`config.mk`:
```
export PLATFORM = sky130hd
export DESIGN_NAME = nn_top
export DESIGN_NICKNAME = d
export VERILOG_FILES = /design/src/hw/nn_pkg.sv /design/src/hw/max_pool_frame.sv /design/src/hw/up_sampling_frame.sv /design/src/hw/nn_top.sv
export SDC_FILE = /design/constraint.sdc
export NUM_CORES = 1
export LEC_CHECK = 0
export ABC_AREA = 1
export BUFFER_PORTS_ARGS = -buffer_cell sky130_fd_sc_hd__buf_2
export CORE_UTILIZATION = 52
export CTS_BUF_LIST = sky130_fd_sc_hd__clkbuf_16
export DETAILED_ROUTE_END_ITERATION = 10
export PLACE_DENSITY = 0.87
export SETUP_SLACK_MARGIN = 0.02
export SLEW_MARGIN = 20
export SYNTH_ARGS = -nofsm -noshare
export SYNTH_HDL_FRONTEND = slang
export SYNTH_HIERARCHICAL = 1
export SYNTH_SLANG_ARGS = --single-unit
export TNS_END_PERCENT = 20
```
`constraint.sdc`:
```
create_clock -name clk -period 2.4 [get_ports clk]
set_clock_uncertainty 0.15 [all_clocks]
set_input_delay 0.48 -clock clk [delete_from_list [all_inputs] [get_ports clk]]
set_output_delay 0.48 -clock clk [all_outputs]
set_load 0.005 [all_outputs]
```
`src/hw/nn_pkg.sv`:
```
/* frame geometry constants, sample type and counter types
   shared by the max-pool and up-sampling stages */
package nn_pkg;

    // stream sample
    localparam int DATA_WIDTH = 8;                  // bits per sample

    // frame geometry, one channel only
    localparam int LINE_LEN   = 7;                  // samples per line
    localparam int LINE_NUM   = 7;                  // lines per frame
    localparam int FRAME_LEN  = LINE_LEN * LINE_NUM; // samples per frame

    // signed sample as carried on every stream
    typedef logic signed [DATA_WIDTH-1:0] sample_t;

    // column inside a line
    typedef logic [$clog2(LINE_LEN)-1:0] col_t;

    // row inside a frame
    typedef logic [$clog2(LINE_NUM)-1:0] row_t;

    // sample count inside a frame
    typedef logic [$clog2(FRAME_LEN)-1:0] frame_cnt_t;

    // most negative sample, seed of the running max
    localparam sample_t SAMPLE_MIN = sample_t'({1'b1, {(DATA_WIDTH-1){1'b0}}});

    // last index helpers, sized to their counters
    localparam col_t       COL_LAST   = col_t'(LINE_LEN - 1);   // eop column
    localparam row_t       ROW_LAST   = row_t'(LINE_NUM - 1);   // last line
    localparam frame_cnt_t SMPL_LAST  = frame_cnt_t'(FRAME_LEN - 1); // eof sample

endpackage

```
`src/hw/max_pool_frame.sv`:
```
/* framing checker and running signed maximum over one 7x7 frame,
   pooled value strobe or frame error strobe one cycle after eof */
module max_pool_frame (
    input  logic            clk,
    input  logic            rst_n_i,

    input  nn_pkg::sample_t data_i,       // input sample
    input  logic            valid_i,      // sample strobe
    input  logic            sop_i,        // first sample of a line
    input  logic            eop_i,        // last sample of a line
    input  logic            sof_i,        // first sample of a frame
    input  logic            eof_i,        // last sample of a frame

    output nn_pkg::sample_t pool_data_o,  // frame maximum
    output logic            pool_valid_o, // one cycle per good frame
    output logic            frame_err_o   // one cycle per bad frame
);

    // frame tracking state
    logic               in_frame;  // between sof and eof
    nn_pkg::frame_cnt_t cnt;       // index of next sample in frame
    nn_pkg::col_t       col;       // index of next sample in line
    logic               err;       // sticky framing violation
    nn_pkg::sample_t    run_max;   // max so far in this frame

    // per-sample decode
    logic               start;     // sof seen while waiting
    logic               take;      // sample belongs to a frame
    nn_pkg::frame_cnt_t idx_cnt;   // position of this sample in frame
    nn_pkg::col_t       idx_col;   // position of this sample in line
    logic               line_last; // this sample closes a line
    logic               bad_sop;
    logic               bad_eop;
    logic               bad_eof;
    logic               bad_sof;
    logic               bad;       // any violation on this sample
    logic               frame_bad; // violation so far incl. this sample
    logic               frame_end; // eof accepted
    nn_pkg::sample_t    seed;      // compare base
    nn_pkg::sample_t    nxt_max;   // max including this sample

    assign start     = valid_i && !in_frame && sof_i;
    assign take      = (valid_i && in_frame) || start;

    // new frame counts from zero
    assign idx_cnt   = in_frame ? cnt : '0;
    assign idx_col   = in_frame ? col : '0;
    assign line_last = (idx_col == nn_pkg::COL_LAST);

    // flags must sit exactly on their positions
    assign bad_sop   = sop_i != (idx_col == '0);
    assign bad_eop   = eop_i != line_last;
    assign bad_eof   = eof_i != (idx_cnt == nn_pkg::SMPL_LAST); // early or missing eof
    assign bad_sof   = in_frame && sof_i;                       // sof inside a frame
    assign bad       = bad_sop || bad_eop || bad_eof || bad_sof;

    assign frame_bad = (in_frame && err) || bad; // stale err ignored on start
    assign frame_end = take && eof_i;

    // signed compare, first sample of a frame always wins over the seed
    assign seed      = in_frame ? run_max : nn_pkg::SAMPLE_MIN;
    assign nxt_max   = (data_i > seed) ? data_i : seed;

    // frame position and error tracking
    always_ff @(posedge clk) begin
        if (!rst_n_i) begin
            in_frame <= 1'b0;
            cnt      <= '0;
            col      <= '0;
            err      <= 1'b0;
        end else if (take) begin
            in_frame <= !eof_i;               // any eof closes the frame
            cnt      <= idx_cnt + 1'b1;       // wraps only after an error
            col      <= line_last ? '0 : idx_col + 1'b1;
            err      <= frame_bad;            // sticky until eof
        end
    end

    // running maximum
    always_ff @(posedge clk) begin
        if (take) begin
            run_max <= nxt_max;
        end
    end

    // result strobes, one cycle after the eof sample
    always_ff @(posedge clk) begin
        if (!rst_n_i) begin
            pool_valid_o <= 1'b0;
            frame_err_o  <= 1'b0;
        end else begin
            pool_valid_o <= frame_end && !frame_bad; // good frame
            frame_err_o  <= frame_end && frame_bad;  // malformed frame
        end
    end

    // pooled value latched with the strobe
    always_ff @(posedge clk) begin
        if (frame_end) begin
            pool_data_o <= nxt_max;
        end
    end

    // a pooled result closes a full 49-sample frame
    a_pool_full_frame : assert property (
        @(posedge clk) disable iff (!rst_n_i)
        pool_valid_o |-> $past(in_frame && (cnt == nn_pkg::SMPL_LAST))
    ) else $error("pool_valid_o without a full frame before it");

    // frames are 49 samples long, so results never come back to back
    a_pool_single : assert property (
        @(posedge clk) disable iff (!rst_n_i)
        pool_valid_o |=> !pool_valid_o
    ) else $error("pool_valid_o high on two consecutive cycles");

endmodule

```
`src/hw/up_sampling_frame.sv`:
```
/* up-sampler that replays one pooled value as a full 7x7 frame,
   one registered sample per cycle with regenerated sop/eop/sof/eof */
module up_sampling_frame (
    input  logic            clk,
    input  logic            rst_n_i,

    input  nn_pkg::sample_t pool_data_i,  // value to replay
    input  logic            pool_valid_i, // starts a new frame

    output nn_pkg::sample_t data_o,       // replayed sample
    output logic            valid_o,      // sample strobe
    output logic            sop_o,        // first sample of a line
    output logic            eop_o,        // last sample of a line
    output logic            sof_o,        // first sample of the frame
    output logic            eof_o         // last sample of the frame
);

    // position of the sample now on the output
    nn_pkg::col_t col;
    nn_pkg::row_t row;

    // next sample position
    nn_pkg::col_t nxt_col;
    nn_pkg::row_t nxt_row;
    logic         col_wrap;  // current sample closes a line
    logic         busy;      // more samples of this frame to send

    // the eof cycle already accepts a new value
    assign busy     = valid_o && !eof_o;

    assign col_wrap = (col == nn_pkg::COL_LAST);
    assign nxt_col  = col_wrap ? '0 : col + 1'b1;
    assign nxt_row  = col_wrap ? row + 1'b1 : row;

    // counters and framing flags
    always_ff @(posedge clk) begin
        if (!rst_n_i) begin
            col     <= '0;
            row     <= '0;
            valid_o <= 1'b0;
            sop_o   <= 1'b0;
            eop_o   <= 1'b0;
            sof_o   <= 1'b0;
            eof_o   <= 1'b0;
        end else if (pool_valid_i) begin
            col     <= '0;                     // first sample of the frame
            row     <= '0;
            valid_o <= 1'b1;
            sop_o   <= 1'b1;
            eop_o   <= 1'b0;                   // lines are longer than one
            sof_o   <= 1'b1;
            eof_o   <= 1'b0;
        end else if (busy) begin
            col     <= nxt_col;
            row     <= nxt_row;
            valid_o <= 1'b1;
            sop_o   <= (nxt_col == '0);        // follows each eop
            eop_o   <= (nxt_col == nn_pkg::COL_LAST);
            sof_o   <= 1'b0;
            eof_o   <= (nxt_col == nn_pkg::COL_LAST) &&
                       (nxt_row == nn_pkg::ROW_LAST); // 49th sample
        end else begin
            valid_o <= 1'b0;                   // idle after eof
            sop_o   <= 1'b0;
            eop_o   <= 1'b0;
            sof_o   <= 1'b0;
            eof_o   <= 1'b0;
        end
    end

    // pooled value held on the data output for the whole frame
    always_ff @(posedge clk) begin
        if (pool_valid_i) begin
            data_o <= pool_data_i;
        end
    end

    // pool stage spaces results by a full frame
    a_no_overrun : assert property (
        @(posedge clk) disable iff (!rst_n_i)
        pool_valid_i |-> !busy
    ) else $error("pooled value arrived while frame replay busy");

    // every replay opens with a frame start
    a_start_sof : assert property (
        @(posedge clk) disable iff (!rst_n_i)
        $rose(valid_o) |-> sof_o
    ) else $error("output frame started without sof_o");

endmodule

```
`src/hw/nn_top.sv`:
```
/* top level with the max-pool stage feeding the up-sampler */
module nn_top (
    input  logic            clk,
    input  logic            rst_n_i,

    // input stream
    input  nn_pkg::sample_t data_i,
    input  logic            valid_i,
    input  logic            sop_i,
    input  logic            eop_i,
    input  logic            sof_i,
    input  logic            eof_i,

    // output stream, replayed frame maximum
    output nn_pkg::sample_t data_o,
    output logic            valid_o,
    output logic            sop_o,
    output logic            eop_o,
    output logic            sof_o,
    output logic            eof_o,

    output logic            frame_err_o   // malformed input frame
);

    nn_pkg::sample_t pool_data;   // frame max
    logic            pool_valid;  // one strobe per good frame

    // 7x7 global max-pool with framing check
    max_pool_frame u_max_pool_frame (
        .clk          ( clk          ),
        .rst_n_i      ( rst_n_i      ),
        .data_i       ( data_i       ),
        .valid_i      ( valid_i      ),
        .sop_i        ( sop_i        ),
        .eop_i        ( eop_i        ),
        .sof_i        ( sof_i        ),
        .eof_i        ( eof_i        ),
        .pool_data_o  ( pool_data    ),
        .pool_valid_o ( pool_valid   ),
        .frame_err_o  ( frame_err_o  )
    );

    // 1x1 back to 7x7
    up_sampling_frame u_up_sampling_frame (
        .clk          ( clk          ),
        .rst_n_i      ( rst_n_i      ),
        .pool_data_i  ( pool_data    ),
        .pool_valid_i ( pool_valid   ),
        .data_o       ( data_o       ),
        .valid_o      ( valid_o      ),
        .sop_o        ( sop_o        ),
        .eop_o        ( eop_o        ),
        .sof_o        ( sof_o        ),
        .eof_o        ( eof_o        )
    );

endmodule

```
Word level (Yosys, flattened, before mapping)

Cells that the tools add are included.

Register bits: 48
Logic and storage cells: 66
Output and inout bits: 14

Reduce and logical (&&, ||, !) cells: 23
Equality and inequality tests: 8
Mux-type cells: 12
Magnitude comparators: 1
Bitwise logic cells: 2
$add $sub $neg: 4

Operator list:

| operator            | count |
|---|---|
| $mux 8              | 2 |
| $eq 3x3->1 const B  | 4 |
| $mux 3              | 4 |
| $logic_and 1x1->1   | 10 |
| $add 3x1->3 const B | 3 |
| $gt 8x8->1          | 1 |
| $add 6x1->6 const B | 1 |
| $eq 6x6->1 const B  | 1 |
| $logic_not 3->1     | 2 |
| $mux 6              | 1 |
| $logic_or 1x1->1    | 5 |
| $mux 1              | 5 |
| $logic_not 1->1     | 4 |
| $ne 1x1->1          | 3 |
| $reduce_or 3->1     | 1 |
| $not 1->1           | 2 |
| $reduce_or 2->1     | 1 |

Longest topological paths before layout

Word-level depth: 9
Mapped depth: 16

By module

The synthesis kept the hierarchy.

Modules (own cells, without submodules):

| module            | instances | area each (µm²) | cells an instance |
|---|---|---|---|
| max_pool_frame    | 1         | 1602.8          | 186 |
| up_sampling_frame | 1         | 739.5           | 80 |

Worst setup path after synthesis

Ideal clock, no wire load.

Path type: flip-flop to flip-flop
Start point: register u_max_pool_frame.in_frame
End point: register u_max_pool_frame.pool_data_o[0], data pin
Path buffers: 2
Arrival: 1.791 ns
Path slack: 0.201 ns
Required time: 1.992 ns
Cell stages (with the launch flop): 13
Clock period less this slack: 2.199 ns
Cells stage by stage: dfxtp_1 > buf_6 > buf_2 > nand2_1 > ha_1 > a21oi_1 > nor2_1 > nor2_2 > nand2_1 > nand2_2 > nand3_2 > nand2_1 > nand2_1

Longest elaborated chain between the ends: 3

RTL lines:

| what                            | line                  | RTL |
|---|---|---|
| start, declared                 | max_pool_frame.sv:20  | `logic in_frame;` |
| start signal, assigned          | max_pool_frame.sv:72  | `in_frame <= !eof_i;` |
| $mux 8 (*)                      | max_pool_frame.sv:61  | `assign seed = in_frame ? run_max : nn_pkg::SAMPLE_MIN;` |
| $gt 8x8->1                      | max_pool_frame.sv:62  | `assign nxt_max = (data_i > seed) ? data_i : seed;` |
| $mux 8 (*)                      | max_pool_frame.sv:62  |  |
| via u_max_pool_frame.nxt_max[0] | max_pool_frame.sv:40  | `nn_pkg::sample_t nxt_max;` |
| end signal, assigned            | max_pool_frame.sv:100 | `pool_data_o <= nxt_max;` |
| end, declared                   | max_pool_frame.sv:14  | `output nn_pkg::sample_t pool_data_o,` |

Mark *: on every way through the listed nets, which the timed path passes. The rest lies on a longest branch.
A chain may end at the register's enable or synchronous reset.

Worst setup path after layout

Start point: register u_max_pool_frame.in_frame
End point: register u_max_pool_frame.run_max[2], data pin

Longest elaborated chain between the ends: 3

RTL lines:

| what                            | line                 | RTL |
|---|---|---|
| $mux 8 (*)                      | max_pool_frame.sv:61 |  |
| $gt 8x8->1                      | max_pool_frame.sv:62 |  |
| $mux 8 (*)                      | max_pool_frame.sv:62 |  |
| via u_max_pool_frame.nxt_max[2] | max_pool_frame.sv:40 |  |
| end signal, assigned            | max_pool_frame.sv:82 | `run_max <= nxt_max;` |
| end, declared                   | max_pool_frame.sv:24 | `nn_pkg::sample_t run_max;` |

Marked as above.

==> metrics.txt <==
Internal Power=around 0.0013 W; area of the multi-input gates=979.7 um^2; area delta synth->final=14.69%; Post-Syn Area=0.002342 mm^2; Via density=5.330; DRC=0; Syn. warnings=6; Synth area leaders=edfxtp_1 31%, dfxtp_1 21%, nand2_1 11%; Root Buffer=clkbuf_16; area share of the largest cell type after synthesis=30.77%; Crit Path Class=register to register; remaining global-route overflow=0; Post-Place Cells=344; synthesized flop and latch total=48; Die Y=69.12 um; top cells by count, synth=69 x nand2_1, 29 x inv_1, 24 x dfxtp_1, 24 x edfxtp_1, 20 x nor2_1; simple-gate share of the synthesized area=a little over a quarter; post_cts resized=0; Period Utilization, post-route=90.19%; Die Width=just under 70 um; Gate power share=10.4%; VDD IR max=between 300 and 400 uV; Slew Limit Fails=0; initial antenna violation count=0; CP max FO=9; Final Wtd Congestion=0.9143; GRT Util Overall=between 20% and 30%; Final Non-Filler Cells=around 350; routed via count=1876; cells after synthesis=266; Final Hold Viols=0; FILL cells=~360; Layout Utilization=61.70%; CTS HTree Levels=2; RSZ-0062 raised after global routing=no; min-delay worst type=register to register; largest net degree at the start of global routing=23; Net Sw Frac=24.69%; first-pass GRT wire length=7.741 mm; Starting DRT DRC Count=112; cell mode on critical path=nand2_1; Clk pwr share=37.9%; Final ANT Viol Nets=0; register area share after synthesis=about half; Tmin final=2.164 ns; fraction of registers with async set/reset=0%; Die ar.=between 0.004 and 0.005 mm^2; worst skew pair latency=between 0.2 and 0.3 ns; Avg Cell Area, Syn=8.805 um^2; Worst-Margin Slew=approximately 0.42 ns; Placeable Area=0.004354 mm^2; vias in the first global route=1746; Sw Pwr=about 0.00044 W; Yosys cell types=32; worst-path cell chain=inv_1 -> nor2_1 -> ha_1 -> nand2_1 -> nor2_1 -> nor2_2 -> nand2_1 -> nand2_2 -> nand3_4 -> nand2_1 -> nand2_1; CTS tree=done; layout cells sized above 1=22.00%; required time worst endpoint=2.28 ns; I/O pin count=29; Lkg Pwr=1.224 nW; post-DR wirelength/cell=12.83 um; post-synth top area cell=edfxtp_1; Power Density=667.1 mW/mm^2; status=completed; Seq pwr share=51.6%; postcts setup bufs=0; Initial Util=53.79%; Post-synth EDFFs=24; slowest CP cell=dfxtp_2; nets@finish=325; n_diodes=0; syn nets=~290; Worst setup SP type=register; most frequent cell after synthesis=nand2_1; final setup fails=0; Post-CTS Hold Fix Bufs=0; Synth Flop Type=edfxtp_1; 1st-pass router iterations=4; largest family of logic cells by synthesized area=simple AND/OR/NAND/NOR gates; max cap viols=0; CP endpoint kind=register; # port buffers=28; clk buf depth=2; HPWL Detailed=~3.3 mm; WL final=4.516 mm; area fraction in compound gates after synthesis=7.692%; setup TNS=0 ns; total clock sinks=48; Register Area=0.001202 mm^2; clock-pin slew on the worst setup and hold paths=0.06 ns; adder-cell share of the synthesized area=5.876%; Critical Path AT=roughly 2 ns; CP max stage delay=between 0.4 and 0.5 ns; Cell Rows=24; Num CTS Buffers=5; Post-Synth XOR/XNOR Area=0.7479%; f_max=462.0 MHz; mux cell area share after synthesis=0%; Slew headroom=71.67%
==> power by group through the flow <==
stage / combinational, W / clock [W] / sequential, W
floorplan: 0.000131 / 0 / 0.000935
global placement: 0.000173 / 0 / 0.000941
detailed placement: 0.000181 / 0 / 0.000942
CTS: 0.000182 / 0.000691 / 0.000925
global route: 0.000210 / 0.000717 / 0.000928
finish: 0.000187 / 0.000680 / 0.000925
==> cell families after synthesis <==
logic type | after synthesis
AOI/OAI and AO/OA | 33
xor gates and xnor gates | 2
buffers and inverters | 41
DFF | 48
and+or+nand+nor | 131
adders and majority gates | 11
==> worst paths after layout <==
kind	end	slack, ns	start	cells after the start
max	u_max_pool_frame/run_max[2]$_DFFE_PN_	0.24	u_max_pool_frame/in_frame$_SDFFE_PN0N_	11
min	u_up_sampling_frame/data_o[3]$_DFFE_PP_	0.27	u_max_pool_frame/pool_data_o[3]$_DFFE_PP_	0
max reg2reg	u_max_pool_frame/run_max[2]$_DFFE_PN_	0.24	u_max_pool_frame/in_frame$_SDFFE_PN0N_	11
min reg2reg	u_up_sampling_frame/data_o[3]$_DFFE_PP_	0.27	u_max_pool_frame/pool_data_o[3]$_DFFE_PP_	0
==> placed cells by master (no fill, tap or decap), types with 2 or more instances in the layout <==
cell | netlist | routed
a211oi_1 | 2 | 2
a21oi_1 | 13 | 13
a31oi_1 | 2 | 2
buf_2 | 2 | 28
buf_4 | 1 | 2
clkbuf_16 | 0 | 5
clkinv_1 | 1 | 2
clkinvlp_4 | 0 | 2
dfxtp_1 | 24 | 23
edfxtp_1 | 24 | 24
ha_1 | 11 | 11
inv_1 | 29 | 29
inv_2 | 6 | 6
nand2_1 | 69 | 69
nand2_2 | 4 | 4
nand2_4 | 2 | 2
nand3_1 | 9 | 9
nand3_2 | 7 | 6
nand4_1 | 12 | 12
nor2_1 | 20 | 20
nor2_2 | 3 | 3
o21ai_0 | 7 | 7
o21ai_1 | 7 | 7
==> flip-flops by register name, summed over array words and instances (netlist names) <==
signal and flops:
u_up_sampling_frame/valid_o 1, u_up_sampling_frame/row 3, u_max_pool_frame/in_frame 1, u_up_sampling_frame/col 3, u_up_sampling_frame/sop_o 1, u_max_pool_frame/err 1
u_max_pool_frame/frame_err_o 1, u_max_pool_frame/col 3, u_up_sampling_frame/data_o 8, u_up_sampling_frame/eop_o 1, u_max_pool_frame/pool_data_o 8, u_max_pool_frame/pool_valid_o 1
u_up_sampling_frame/eof_o 1, u_max_pool_frame/run_max 8, u_max_pool_frame/cnt 6, u_up_sampling_frame/sof_o 1
==> critical path, delay by kind of cell (launching register included) <==
family	cells	cell delay (ns)
flops	1	0.42
simple gates	9	0.98
buf+inv	1	0.10
fa+ha+maj	1	0.26
==> per-stage QoR <==
stage | setup slack, ns | power [W] | hold WS, ns | cell area (um^2)
6_report | 0.2355 | 0.001792 | 0.2684 | 2686
5_1_grt | 0.08415 | 0.001856 | 0.2758 | 2686
4_1_cts | 0.08021 | 0.001797 | 0.2696 | 2678
3_5_place_dp | 0.1155 | 0.001123 | 0.2545 | 2534
3_3_place_gp | 0.2236 | 0.001114 | 0.2513 | 2534
2_1_floorplan | 0.2012 | 0.001066 | 0.2503 | 2342
==> cell type report <==
type	instances	area share, %
flip-flops and latches	48	44.76
multi-input cells	177	36.47
repair buffers	30	5.776
inverters	37	5.217
clock buffers	5	4.658
well taps	52	2.422
clock inverters	3	0.6986
==> routing by layer <==
metal / vias up / GRT usage (%) / part of all wire (%)
li1: 951 / - / -
met1: 863 / 26.24 / 47
met2: 54 / 32.47 / 47
met3: 8 / 4.094 / 4.6
met4: 0 / 9.524 / 1.8
met5: - / 0 / 0
Power figures use the tool's default switching activity.
